==> src/aluPkg.sv <==
// ALU shared definitions
`default_nettype none

package aluPkg;

    // Operand and result width
    localparam int DataWidth = 32;

    // Command encoding of the ALU
    typedef enum logic [2:0] {
        CmdAdd  = 3'd0,
        CmdSub  = 3'd1,
        CmdXor  = 3'd2,
        CmdSlt  = 3'd3,
        CmdAnd  = 3'd4,
        CmdNand = 3'd5,
        CmdNor  = 3'd6,
        CmdOr   = 3'd7
    } aluCmdE;

    // Result source for the output mux
    typedef enum logic [2:0] {
        SelArith = 3'd0,
        SelXor   = 3'd1,
        SelSlt   = 3'd2,
        SelNand  = 3'd3,
        SelNor   = 3'd4
    } aluSelE;

    // One result record, 35 bits
    typedef struct packed {
        logic [DataWidth-1:0] result;
        logic                 carryout;
        logic                 zero;
        logic                 overflow;
    } aluResultT;

endpackage

`default_nettype wire

==> src/aluControl.sv <==
// ALU control lookup
`timescale 1ns/1ps
`default_nettype none

module aluControl import aluPkg::*; (
    input  aluCmdE command,
    output aluSelE select,
    output logic   invertB,
    output logic   invertOut,
    output logic   carryIn,
    output logic   isArith
);

    always_comb begin
        select    = SelArith;
        invertB   = 1'b0;
        invertOut = 1'b0;
        carryIn   = 1'b0;
        isArith   = 1'b0;
        case (command)
            CmdAdd: begin
                isArith = 1'b1;
            end
            CmdSub: begin
                invertB = 1'b1;
                carryIn = 1'b1;
                isArith = 1'b1;
            end
            CmdXor: select = SelXor;
            // SLT runs a subtraction but keeps its flags off
            CmdSlt: begin
                select  = SelSlt;
                invertB = 1'b1;
                carryIn = 1'b1;
            end
            CmdAnd: begin
                select    = SelNand;
                invertOut = 1'b1;
            end
            CmdNand: select = SelNand;
            CmdNor:  select = SelNor;
            CmdOr: begin
                select    = SelNor;
                invertOut = 1'b1;
            end
            default: select = SelArith;
        endcase
    end

endmodule

`default_nettype wire

==> src/arithUnit.sv <==
// Adder, subtractor and set-less-than
`timescale 1ns/1ps
`default_nettype none

module arithUnit import aluPkg::*; (
    input  logic [DataWidth-1:0] operandA,
    input  logic [DataWidth-1:0] operandB,
    input  logic                 invertB,
    input  logic                 carryIn,
    output logic [DataWidth-1:0] sum,
    output logic                 carryout,
    output logic                 overflow,
    output logic [DataWidth-1:0] sltResult
);

    logic [DataWidth-1:0] bIn;
    logic                 carryIntoTop;

    // Two's complement subtract is A + ~B + 1
    assign bIn = operandB ^ {DataWidth{invertB}};

    // Lower bits first so the carry into the sign bit is visible
    assign {carryIntoTop, sum[DataWidth-2:0]} = {1'b0, operandA[DataWidth-2:0]}
                                              + {1'b0, bIn[DataWidth-2:0]}
                                              + {{(DataWidth-1){1'b0}}, carryIn};

    assign {carryout, sum[DataWidth-1]} = {1'b0, operandA[DataWidth-1]}
                                        + {1'b0, bIn[DataWidth-1]}
                                        + {1'b0, carryIntoTop};

    assign overflow = carryIntoTop ^ carryout;

    // A < B when the difference is negative, corrected by overflow
    assign sltResult = {{(DataWidth-1){1'b0}}, sum[DataWidth-1] ^ overflow};

endmodule

`default_nettype wire

==> src/logicUnit.sv <==
// Bitwise logic unit
`timescale 1ns/1ps
`default_nettype none

module logicUnit import aluPkg::*; (
    input  logic [DataWidth-1:0] operandA,
    input  logic [DataWidth-1:0] operandB,
    input  logic                 invertOut,
    output logic [DataWidth-1:0] xorResult,
    output logic [DataWidth-1:0] nandResult,
    output logic [DataWidth-1:0] norResult
);

    logic [DataWidth-1:0] invMask;

    assign invMask = {DataWidth{invertOut}};

    assign xorResult = operandA ^ operandB;

    // Inverted NAND gives AND, inverted NOR gives OR
    assign nandResult = ~(operandA & operandB) ^ invMask;
    assign norResult  = ~(operandA | operandB) ^ invMask;

endmodule

`default_nettype wire

==> src/aluCore.sv <==
// Combinational ALU core
`timescale 1ns/1ps
`default_nettype none

module aluCore import aluPkg::*; (
    input  aluCmdE               command,
    input  logic [DataWidth-1:0] operandA,
    input  logic [DataWidth-1:0] operandB,
    output aluResultT            record
);

    aluSelE               select;
    logic                 invertB;
    logic                 invertOut;
    logic                 carryIn;
    logic                 isArith;
    logic [DataWidth-1:0] sum;
    logic                 carryout;
    logic                 overflow;
    logic [DataWidth-1:0] sltResult;
    logic [DataWidth-1:0] xorResult;
    logic [DataWidth-1:0] nandResult;
    logic [DataWidth-1:0] norResult;
    logic [DataWidth-1:0] selected;

    aluControl uControl (
        .command  (command),
        .select   (select),
        .invertB  (invertB),
        .invertOut(invertOut),
        .carryIn  (carryIn),
        .isArith  (isArith)
    );

    arithUnit uArith (
        .operandA (operandA),
        .operandB (operandB),
        .invertB  (invertB),
        .carryIn  (carryIn),
        .sum      (sum),
        .carryout (carryout),
        .overflow (overflow),
        .sltResult(sltResult)
    );

    logicUnit uLogic (
        .operandA  (operandA),
        .operandB  (operandB),
        .invertOut (invertOut),
        .xorResult (xorResult),
        .nandResult(nandResult),
        .norResult (norResult)
    );

    always_comb begin
        case (select)
            SelXor:  selected = xorResult;
            SelSlt:  selected = sltResult;
            SelNand: selected = nandResult;
            SelNor:  selected = norResult;
            default: selected = sum;
        endcase
    end

    // Flags from the adder only count for ADD and SUB
    assign record.result   = selected;
    assign record.carryout = carryout & isArith;
    assign record.overflow = overflow & isArith;
    assign record.zero     = (selected == '0);

endmodule

`default_nettype wire

==> src/resultQueue.sv <==
// Result record FIFO
`timescale 1ns/1ps
`default_nettype none

module resultQueue #(
    parameter int  QueueDepth = 4,
    parameter type PayloadT   = logic
) (
    input  logic    clk,
    input  logic    rstN,
    input  logic    push,
    input  PayloadT pushData,
    input  logic    pop,
    output PayloadT popData,
    output logic    notEmpty
);

    localparam int PtrWidth   = (QueueDepth > 1) ? $clog2(QueueDepth) : 1;
    localparam int CountWidth = $clog2(QueueDepth + 1);
    localparam logic [PtrWidth-1:0] LastSlot = PtrWidth'(QueueDepth - 1);

    PayloadT               mem [QueueDepth];
    logic [PtrWidth-1:0]   wrPtr;
    logic [PtrWidth-1:0]   rdPtr;
    logic [CountWidth-1:0] count;

    always_ff @(posedge clk) begin
        if (push) begin
            mem[wrPtr] <= pushData;
        end
    end

    always_ff @(posedge clk) begin
        if (!rstN) begin
            wrPtr <= '0;
            rdPtr <= '0;
            count <= '0;
        end else begin
            if (push) begin
                wrPtr <= (wrPtr == LastSlot) ? '0 : wrPtr + 1'b1;
            end
            if (pop) begin
                rdPtr <= (rdPtr == LastSlot) ? '0 : rdPtr + 1'b1;
            end
            // Simultaneous push and pop leaves the count alone
            case ({push, pop})
                2'b10:   count <= count + 1'b1;
                2'b01:   count <= count - 1'b1;
                default: count <= count;
            endcase
        end
    end

    assign popData  = mem[rdPtr];
    assign notEmpty = (count != '0);

endmodule

`default_nettype wire

==> src/resultSender.sv <==
// Output register with downstream credits
`timescale 1ns/1ps
`default_nettype none

module resultSender import aluPkg::*; #(
    parameter int OutCredits = 2
) (
    input  logic                 clk,
    input  logic                 rstN,
    input  aluResultT            queueData,
    input  logic                 notEmpty,
    input  logic                 outCredit,
    output logic                 pop,
    output logic                 outValid,
    output logic [DataWidth-1:0] outResult,
    output logic                 outCarryout,
    output logic                 outZero,
    output logic                 outOverflow
);

    localparam int CountWidth = $clog2(OutCredits + 1);

    logic [CountWidth-1:0] creditCount;

    assign pop = notEmpty && (creditCount != '0);

    always_ff @(posedge clk) begin
        if (!rstN) begin
            creditCount <= CountWidth'(OutCredits);
            outValid    <= 1'b0;
        end else begin
            outValid <= pop;
            case ({pop, outCredit})
                2'b10:   creditCount <= creditCount - 1'b1;
                2'b01:   creditCount <= creditCount + 1'b1;
                default: creditCount <= creditCount;
            endcase
        end
    end

    // Output payload register
    always_ff @(posedge clk) begin
        if (pop) begin
            outResult   <= queueData.result;
            outCarryout <= queueData.carryout;
            outZero     <= queueData.zero;
            outOverflow <= queueData.overflow;
        end
    end

endmodule

`default_nettype wire

==> src/aluTop.sv <==
// Credit-flow ALU top level
`timescale 1ns/1ps
`default_nettype none

module aluTop import aluPkg::*; #(
    parameter int QueueDepth = 4,
    parameter int OutCredits = 2
) (
    input  logic                 clk,
    input  logic                 rstN,
    input  logic                 inValid,
    input  aluCmdE               inCommand,
    input  logic [DataWidth-1:0] inOperandA,
    input  logic [DataWidth-1:0] inOperandB,
    output logic                 inCredit,
    input  logic                 outCredit,
    output logic                 outValid,
    output logic [DataWidth-1:0] outResult,
    output logic                 outCarryout,
    output logic                 outZero,
    output logic                 outOverflow
);

    logic                 opValid;
    aluCmdE               opCommand;
    logic [DataWidth-1:0] opA;
    logic [DataWidth-1:0] opB;
    aluResultT            coreRecord;
    aluResultT            queueData;
    logic                 notEmpty;
    logic                 pop;

    always_ff @(posedge clk) begin
        if (!rstN) begin
            opValid <= 1'b0;
        end else begin
            opValid <= inValid;
        end
    end

    always_ff @(posedge clk) begin
        if (inValid) begin
            opCommand <= inCommand;
            opA       <= inOperandA;
            opB       <= inOperandB;
        end
    end

    aluCore uCore (
        .command (opCommand),
        .operandA(opA),
        .operandB(opB),
        .record  (coreRecord)
    );

    resultQueue #(
        .QueueDepth(QueueDepth),
        .PayloadT  (aluResultT)
    ) uQueue (
        .clk     (clk),
        .rstN    (rstN),
        .push    (opValid),
        .pushData(coreRecord),
        .pop     (pop),
        .popData (queueData),
        .notEmpty(notEmpty)
    );

    resultSender #(
        .OutCredits(OutCredits)
    ) uSender (
        .clk        (clk),
        .rstN       (rstN),
        .queueData  (queueData),
        .notEmpty   (notEmpty),
        .outCredit  (outCredit),
        .pop        (pop),
        .outValid   (outValid),
        .outResult  (outResult),
        .outCarryout(outCarryout),
        .outZero    (outZero),
        .outOverflow(outOverflow)
    );

    // Each record leaving the queue frees one upstream slot
    assign inCredit = pop;

endmodule

`default_nettype wire

==> config.mk <==
export PLATFORM = sky130hd
export DESIGN_NAME = aluTop
export DESIGN_NICKNAME = d
export VERILOG_FILES = /design/src/aluPkg.sv /design/src/aluControl.sv /design/src/arithUnit.sv /design/src/logicUnit.sv /design/src/aluCore.sv /design/src/resultQueue.sv /design/src/resultSender.sv /design/src/aluTop.sv
export SDC_FILE = /design/constraint.sdc
export NUM_CORES = 1
export LEC_CHECK = 0
export BUFFER_PORTS_ARGS = -buffer_cell sky130_fd_sc_hd__clkbuf_2
export CORE_UTILIZATION = 45
export DETAILED_ROUTE_END_ITERATION = 16
export PLACE_DENSITY = 0.61
export RECOVER_POWER = 50
export SYNTH_ARGS = -nofsm -noshare
export SYNTH_HDL_FRONTEND = slang
export SYNTH_SLANG_ARGS = --single-unit
==> constraint.sdc <==
create_clock -name clk -period 7.07 [get_ports clk]
set_input_delay 0.3535 -clock clk [delete_from_list [all_inputs] [get_ports clk]]
set_output_delay 0.3535 -clock clk [all_outputs]
set_load 0.005 [all_outputs]
[Word-level counts from Yosys, hierarchy flattened]
Memory sizes are Yosys's and may differ from the RTL's. A register that Yosys moved wholly into a read port is not among the register bits.
Index checks and enable logic that the tools add are counted.
Word-level totals
  bits in writable memories: 140
  output and inout bits: 37
  register bits after elaboration: 78
  input port bits: 71
  memories: 1
  word-level logic and storage cells: 72
Operators by class
  eq/ne operators: 17
  $add $sub $neg: 10
  reductions and logical operators: 12
  bitwise operators: 12
  muxes and demuxes: 11
Memories
  uQueue.mem: depth 4, width 35, rd ports 1, clocked after Yosys merged registers in 1, write ports 1, RTL line resultQueue.sv:22  | PayloadT mem [QueueDepth];
Operators with widths (number)
  $pmux W32 S4: 1
  $xor A32 B32 Y32: 4
  $not A32 Y32: 2
  $add A31 B31 Y32: 1
  $add A32 B1 Y32: 1
  $and A32 B32 Y32: 1
  $logic_not A32 Y1: 1
  $or A32 B32 Y32: 1
  $eq A3 B3 Y1 const B: 5
  $eq A3 B2 Y1 const B: 4
  $pmux W3 S4: 1
  $reduce_or A2 Y1: 5
  $eq A2 B2 Y1 const B: 4
  $add A2 B1 Y2 const B: 3
  $eq A3 B1 Y1 const B: 2
  $pmux W3 S2: 1
  $reduce_bool A2 Y1: 3
  $mux W1: 5
  $eq A2 B1 Y1 const B: 2
  $mux W2: 2
  $pmux W2 S2: 1
  $add A3 B1 Y3 const B: 1
  $logic_not A3 Y1: 1
  $reduce_bool A3 Y1: 1
  other kinds (7): 9

[Longest topological paths before layout]
  word-level depth: 11
  mapped depth: 26
  mapped depth without buffers: 20

[Cells and area by module]
Synthesis repeated with hierarchy kept, for this count alone.
Unflattened totals
  cells, all modules: 1118
  area total of the unflattened synthesis: 14601.5 µm²
Modules (own cells, without submodules)
  resultQueue: instances 1, cells an instance 229, seq. area each 4384.2 µm², area each 5561.6 µm²
  arithUnit: instances 1, cells an instance 315, seq. area each 0.0 µm², area each 2311.0 µm²
  aluTop: instances 1, cells an instance 69, seq. area each 2031.9 µm², area each 2038.2 µm²
  logicUnit: instances 1, cells an instance 199, seq. area each 0.0 µm², area each 1725.4 µm²
  aluCore: instances 1, cells an instance 247, seq. area each 0.0 µm², area each 1722.9 µm²
  resultSender: instances 1, cells an instance 48, seq. area each 1111.1 µm², area each 1178.6 µm²
  aluControl: instances 1, cells an instance 11, seq. area each 0.0 µm², area each 63.8 µm²

[Worst setup path after synthesis]
OpenSTA, ideal clock, no wires.
  path kind: flip-flop to flip-flop
  start point: register opCommand[0]
  end point: memory uQueue.mem[0][1] (netlist name), data pin
  clock period less this slack: 5.866 ns
  path slack: 1.204 ns
  arrival: 5.660 ns
  buffers on the path: 6
  stages on the path, launching flop included: 25
  library setup time: 0.206 ns
  required time: 6.864 ns
  cells stage by stage: edfxtp_1 -> buf_4 -> buf_2 -> buf_2 -> buf_2 -> buf_2 -> nand2_1 -> buf_1 -> xnor2_1 -> ha_1 -> a21o_1 -> a21o_1 -> a2111oi_0 -> or4b_1 -> a32oi_1 -> a2111oi_0 -> a21oi_1 -> fa_1 -> o32a_1 -> nor2_1 -> and4b_2 -> nand4b_2 -> nor4b_2 -> nand4_1 -> nor4_2
RTL lines
  start: declaration: RTL line aluTop.sv:25  | aluCmdE opCommand;
  start signal: assignment: RTL line aluTop.sv:43  | opCommand <= inCommand;
  end: declaration: RTL line resultQueue.sv:22

==> impl_metrics.csv <==
group,metric,value,unit
outcome,outcome,"complete, but fails checks",
power_and_ir_drop,ir_worst_vdd,0.195,mV
worst_setup_path,crit_required,7.37,ns
grt,grt_max_degree,69,
floorplan,die_h,174,µm
clock_tree,cts_sinks,253,
timing,worstMarginPinSlew,3.70,ns
synthesis,async_flop_share,0,%
final_layout,nets,1331,
clock_tree,clk_pin_slew_worst_paths,0.06,ns
final_layout,area_delta_synth_final,17.5,%
worst_setup_path,crit_type,"flop to flop",
power_and_ir_drop,power_density,300,mW/mm²
outcome,violations,"max-capacitance violations, max-slew violations",
synthesis,ys.flop_type,"edfxtp_1",
synthesis,yosys.area.top_type_share,54.5,%
timing,hold_violations,0,
synthesis,syn_inst,981,
clock_tree,insertion_delay,0.52,ns
floorplan,initial_core_util,46.1,%
grt,grt_pass1_vias,8321,
worst_setup_path,crit_family,"compound AO/OA/AOI/OAI gates",
grt,antenna_found_initial,0,
route,dr_wl_met3,1180,µm
route,wl_met1,13000,µm
clock_tree,tritoncts,"yes",
worst_setup_path,critPathBufInv,2,
final_layout,fin_util,54.2,%
synthesis,synth_edf_count,242,
worst_setup_path,crit_chain,"inv_2, nand2_2, buf_4, xnor2_1, ha_1, a21o_1, a21o_1, a2111oi_0, or4b_1, a32oi_1, a2111oi_0, a21oi_1, fa_1, o32a_1, nor2_1, and4b_2, nand4b_2, nor4b_2, nand4_1, nor4_2",
floorplan,num_rows,62,
worst_setup_path,cpMaxStageDelayCell,"a2111oi_0",
grt,grt_usage,19.0,%
synthesis,synth_area_per_cell,13.6,µm²
route,vias,8288,
route,drt_first_pass_iters,5,
power_and_ir_drop,switching_share,29.9,%
clock_tree,cts_buffers,27,
synthesis,yosysUniqueCellTypes,83,
route,avgRoutedWirePerCell,18.0,µm
final_layout,layout_common_cells,"edfxtp_1, ha_1, clkbuf_2",
route,routed.top_layer,"met4",
synthesis,ys_top_cells_by_area,"edfxtp_1, ha_1, mux4_2",
placement,gp_congestion,0.855,
timing,period_share,83.7,%
synthesis,syn_area,0.0133,mm²
timing,layout_min_cycle_time,5.92,ns
timing,fin_tns_setup,0,ns
power_and_ir_drop,power.sequential.fraction,43.4,%
placement,portBuffers,107,
final_layout,final_common_cell,"edfxtp_1",
synthesis,yosysTopAreaCell,"edfxtp_1",
worst_setup_path,cp-end-kind,"flop",
worst_setup_path,critPathMaxStageDelay,0.64,ns
power_and_ir_drop,p_clk_share,27.7,%
worst_setup_path,cp_max_fo,22,
clock_tree,htree_levels,1,
grt,grt_pass1_wl,45000,µm
power_and_ir_drop,p_int,0.00329,W
final_layout,antenna_cells,0,
clock_tree,ctsLongestPathBuffers,3,
timing,setup_viol,0,
route,drt-vias-per-instance,5.32,
route,initialDrtViolationCount,715,
floorplan,die_area,0.0303,mm²
job,maxCapViolations,4,
timing,slew_violations,177,
timing,finClkSkew,0.00731,ns
synthesis,synth_warnings,0,
route,route.met2.wl,13400,µm
route,ant_nets,0,
floorplan,die_w,174,µm
final_layout,drive_gt1_share,18.0,%
power_and_ir_drop,total_leakage_power,6.01,nW
power_and_ir_drop,pwr-share-comb,28.9,%
worst_setup_path,start_kind,"flop",
synthesis,seq_area_frac_synth,56.1,%
grt,overflow,0,
placement,dp_hpwl,19100,µm
power_and_ir_drop,p_sw,0.00141,W
floorplan,core,0.0289,mm²
timing,max_freq,169,MHz
timing,hold_ws,0.0271,ns
synthesis,synth-seq-cells,253,
worst_setup_path,crit_arrival,6.22,ns
route,drc,0,
floorplan,io_pins,108,
timing,relSlewSlack,-147,%
clock_tree,cts_root_buffer,"clkbuf_16",
synthesis,syn-num-nets,1158,
timing,rsz0062_at_grt,"false",
hold_path,hold_path_class,"input port to flop",
route,routed_wl,28100,µm
==> logic make-up after synthesis <==
| group | count (synthesis) | share of synthesized area (%) |
|---|---|---|
| flip-flops | 253 | 56.1 |
| AO/OA/AOI/OAI | 209 | 10.9 |
| AND/OR/NAND/NOR | 149 | 5.76 |
| buffers and inverters | 128 | 4.25 |
| adder cells (fa/ha/maj) | 106 | 10.2 |
| XOR/XNOR | 75 | 4.92 |
| multiplexers | 61 | 7.89 |
==> power by group through the flow <==
stage               registers (W)  clock network, W  logic, W
floorplan                 0.00206                 0  0.000936
global placement          0.00207                 0   0.00132
detailed placement        0.00207                 0   0.00134
CTS                       0.00204           0.00134   0.00138
global route              0.00206           0.00139   0.00151
finish                    0.00204           0.00130   0.00136
==> metal layers <==
layer | GRT usage [%] | vias to the layer above
li1 | - | 4090
met1 | 25.7 | 3977
met2 | 32.1 | 189
met3 | 2.67 | 32
met4 | 4.64 | 0
met5 | 0 | -
==> synthesized netlist by cell type, types with 6 or more instances <==
| library cell | n |
|---|---|
| nand3_1 | 12 |
| xnor2_1 | 62 |
| inv_1 | 83 |
| nand4_1 | 8 |
| a21o_1 | 8 |
| a22oi_1 | 18 |
| nor2_1 | 35 |
| ha_1 | 102 |
| mux4_2 | 35 |
| edfxtp_1 | 242 |
| buf_1 | 9 |
| clkbuf_1 | 15 |
| nor3_1 | 17 |
| or3_1 | 6 |
| a221o_1 | 8 |
| o21ai_0 | 26 |
| buf_2 | 10 |
| o221ai_1 | 10 |
| and2_1 | 6 |
| xor2_1 | 13 |
| a21oi_1 | 63 |
| o21a_1 | 6 |
| o31ai_1 | 6 |
| nand2b_1 | 9 |
| mux2i_1 | 23 |
| nand2_1 | 36 |
| dfxtp_1 | 11 |
==> layout make-up <==
type / count / area (µm²)
Clock buffer: 36 / 729
Clock inverter: 13 / 100
Fill cell: 2401 / 13300
Inverter: 85 / 319
Multi-Input combinational cell: 600 / 5290
Sequential cell: 253 / 7490
Tap cell: 384 / 480
Timing Repair Buffer: 187 / 1270
==> through the flow <==
| stage | setup slack, ns | cell area (µm²) | total power (W) | std cells |
|---|---|---|---|---|
| detailed placement | 1.20 | 14200 | 0.00341 | 1445 |
| CTS | 1.16 | 15700 | 0.00476 | 1557 |
| finish | 1.15 | 15700 | 0.00470 | 1558 |
| global route | 0.693 | 15700 | 0.00497 | 1558 |
| floorplan | 1.20 | 13300 | 0.00300 | 981 |
| global placement | 1.30 | 14200 | 0.00339 | 1445 |
==> final timing paths <==
kind / slack [ns] / start / cells past startpoint / endpoint
setup / recovery: 1.15 / opCommand[2] / 20 / uQueue.mem[1][1]
hold / removal: 0.03 / inOperandB[23] / 1 / opB[23]
setup reg to reg: 1.15 / opCommand[2] / 20 / uQueue.mem[1][1]
hold reg to reg: 0.50 / uQueue.count[2] / 2 / uQueue.count[2]
==> state kept, by name, indices dropped and copies added, names as in the netlist, 2 cells and up <==
register and flops:
opA 32, opB 32, opCommand 3, uQueue.count 3
uQueue.mem 140, uQueue.rdPtr 2, uQueue.wrPtr 2, uSender.creditCount 2
uSender.outResult 32
==> worst register-to-register path, delay by kind of cell (launching register included) <==
family | cells | cell delay, ns
xor gates and xnor gates | 1 | 0.15
AOI/OAI and AO/OA | 7 | 2.05
adders and majority gates | 2 | 0.74
buffers and inverters | 2 | 0.50
DFF | 1 | 0.40
and+or+nand+nor | 8 | 1.88
==> timing repair <==
| action | CTS | global route |
|---|---|---|
| gates resized for setup | 0 | 0 |
| endpoints found under the hold margin | 63 | 1 |
| hold buffers | 63 | 1 |
| buffers inserted | 0 | 0 |
No activity file was read; power rests on OpenSTA's default activity.
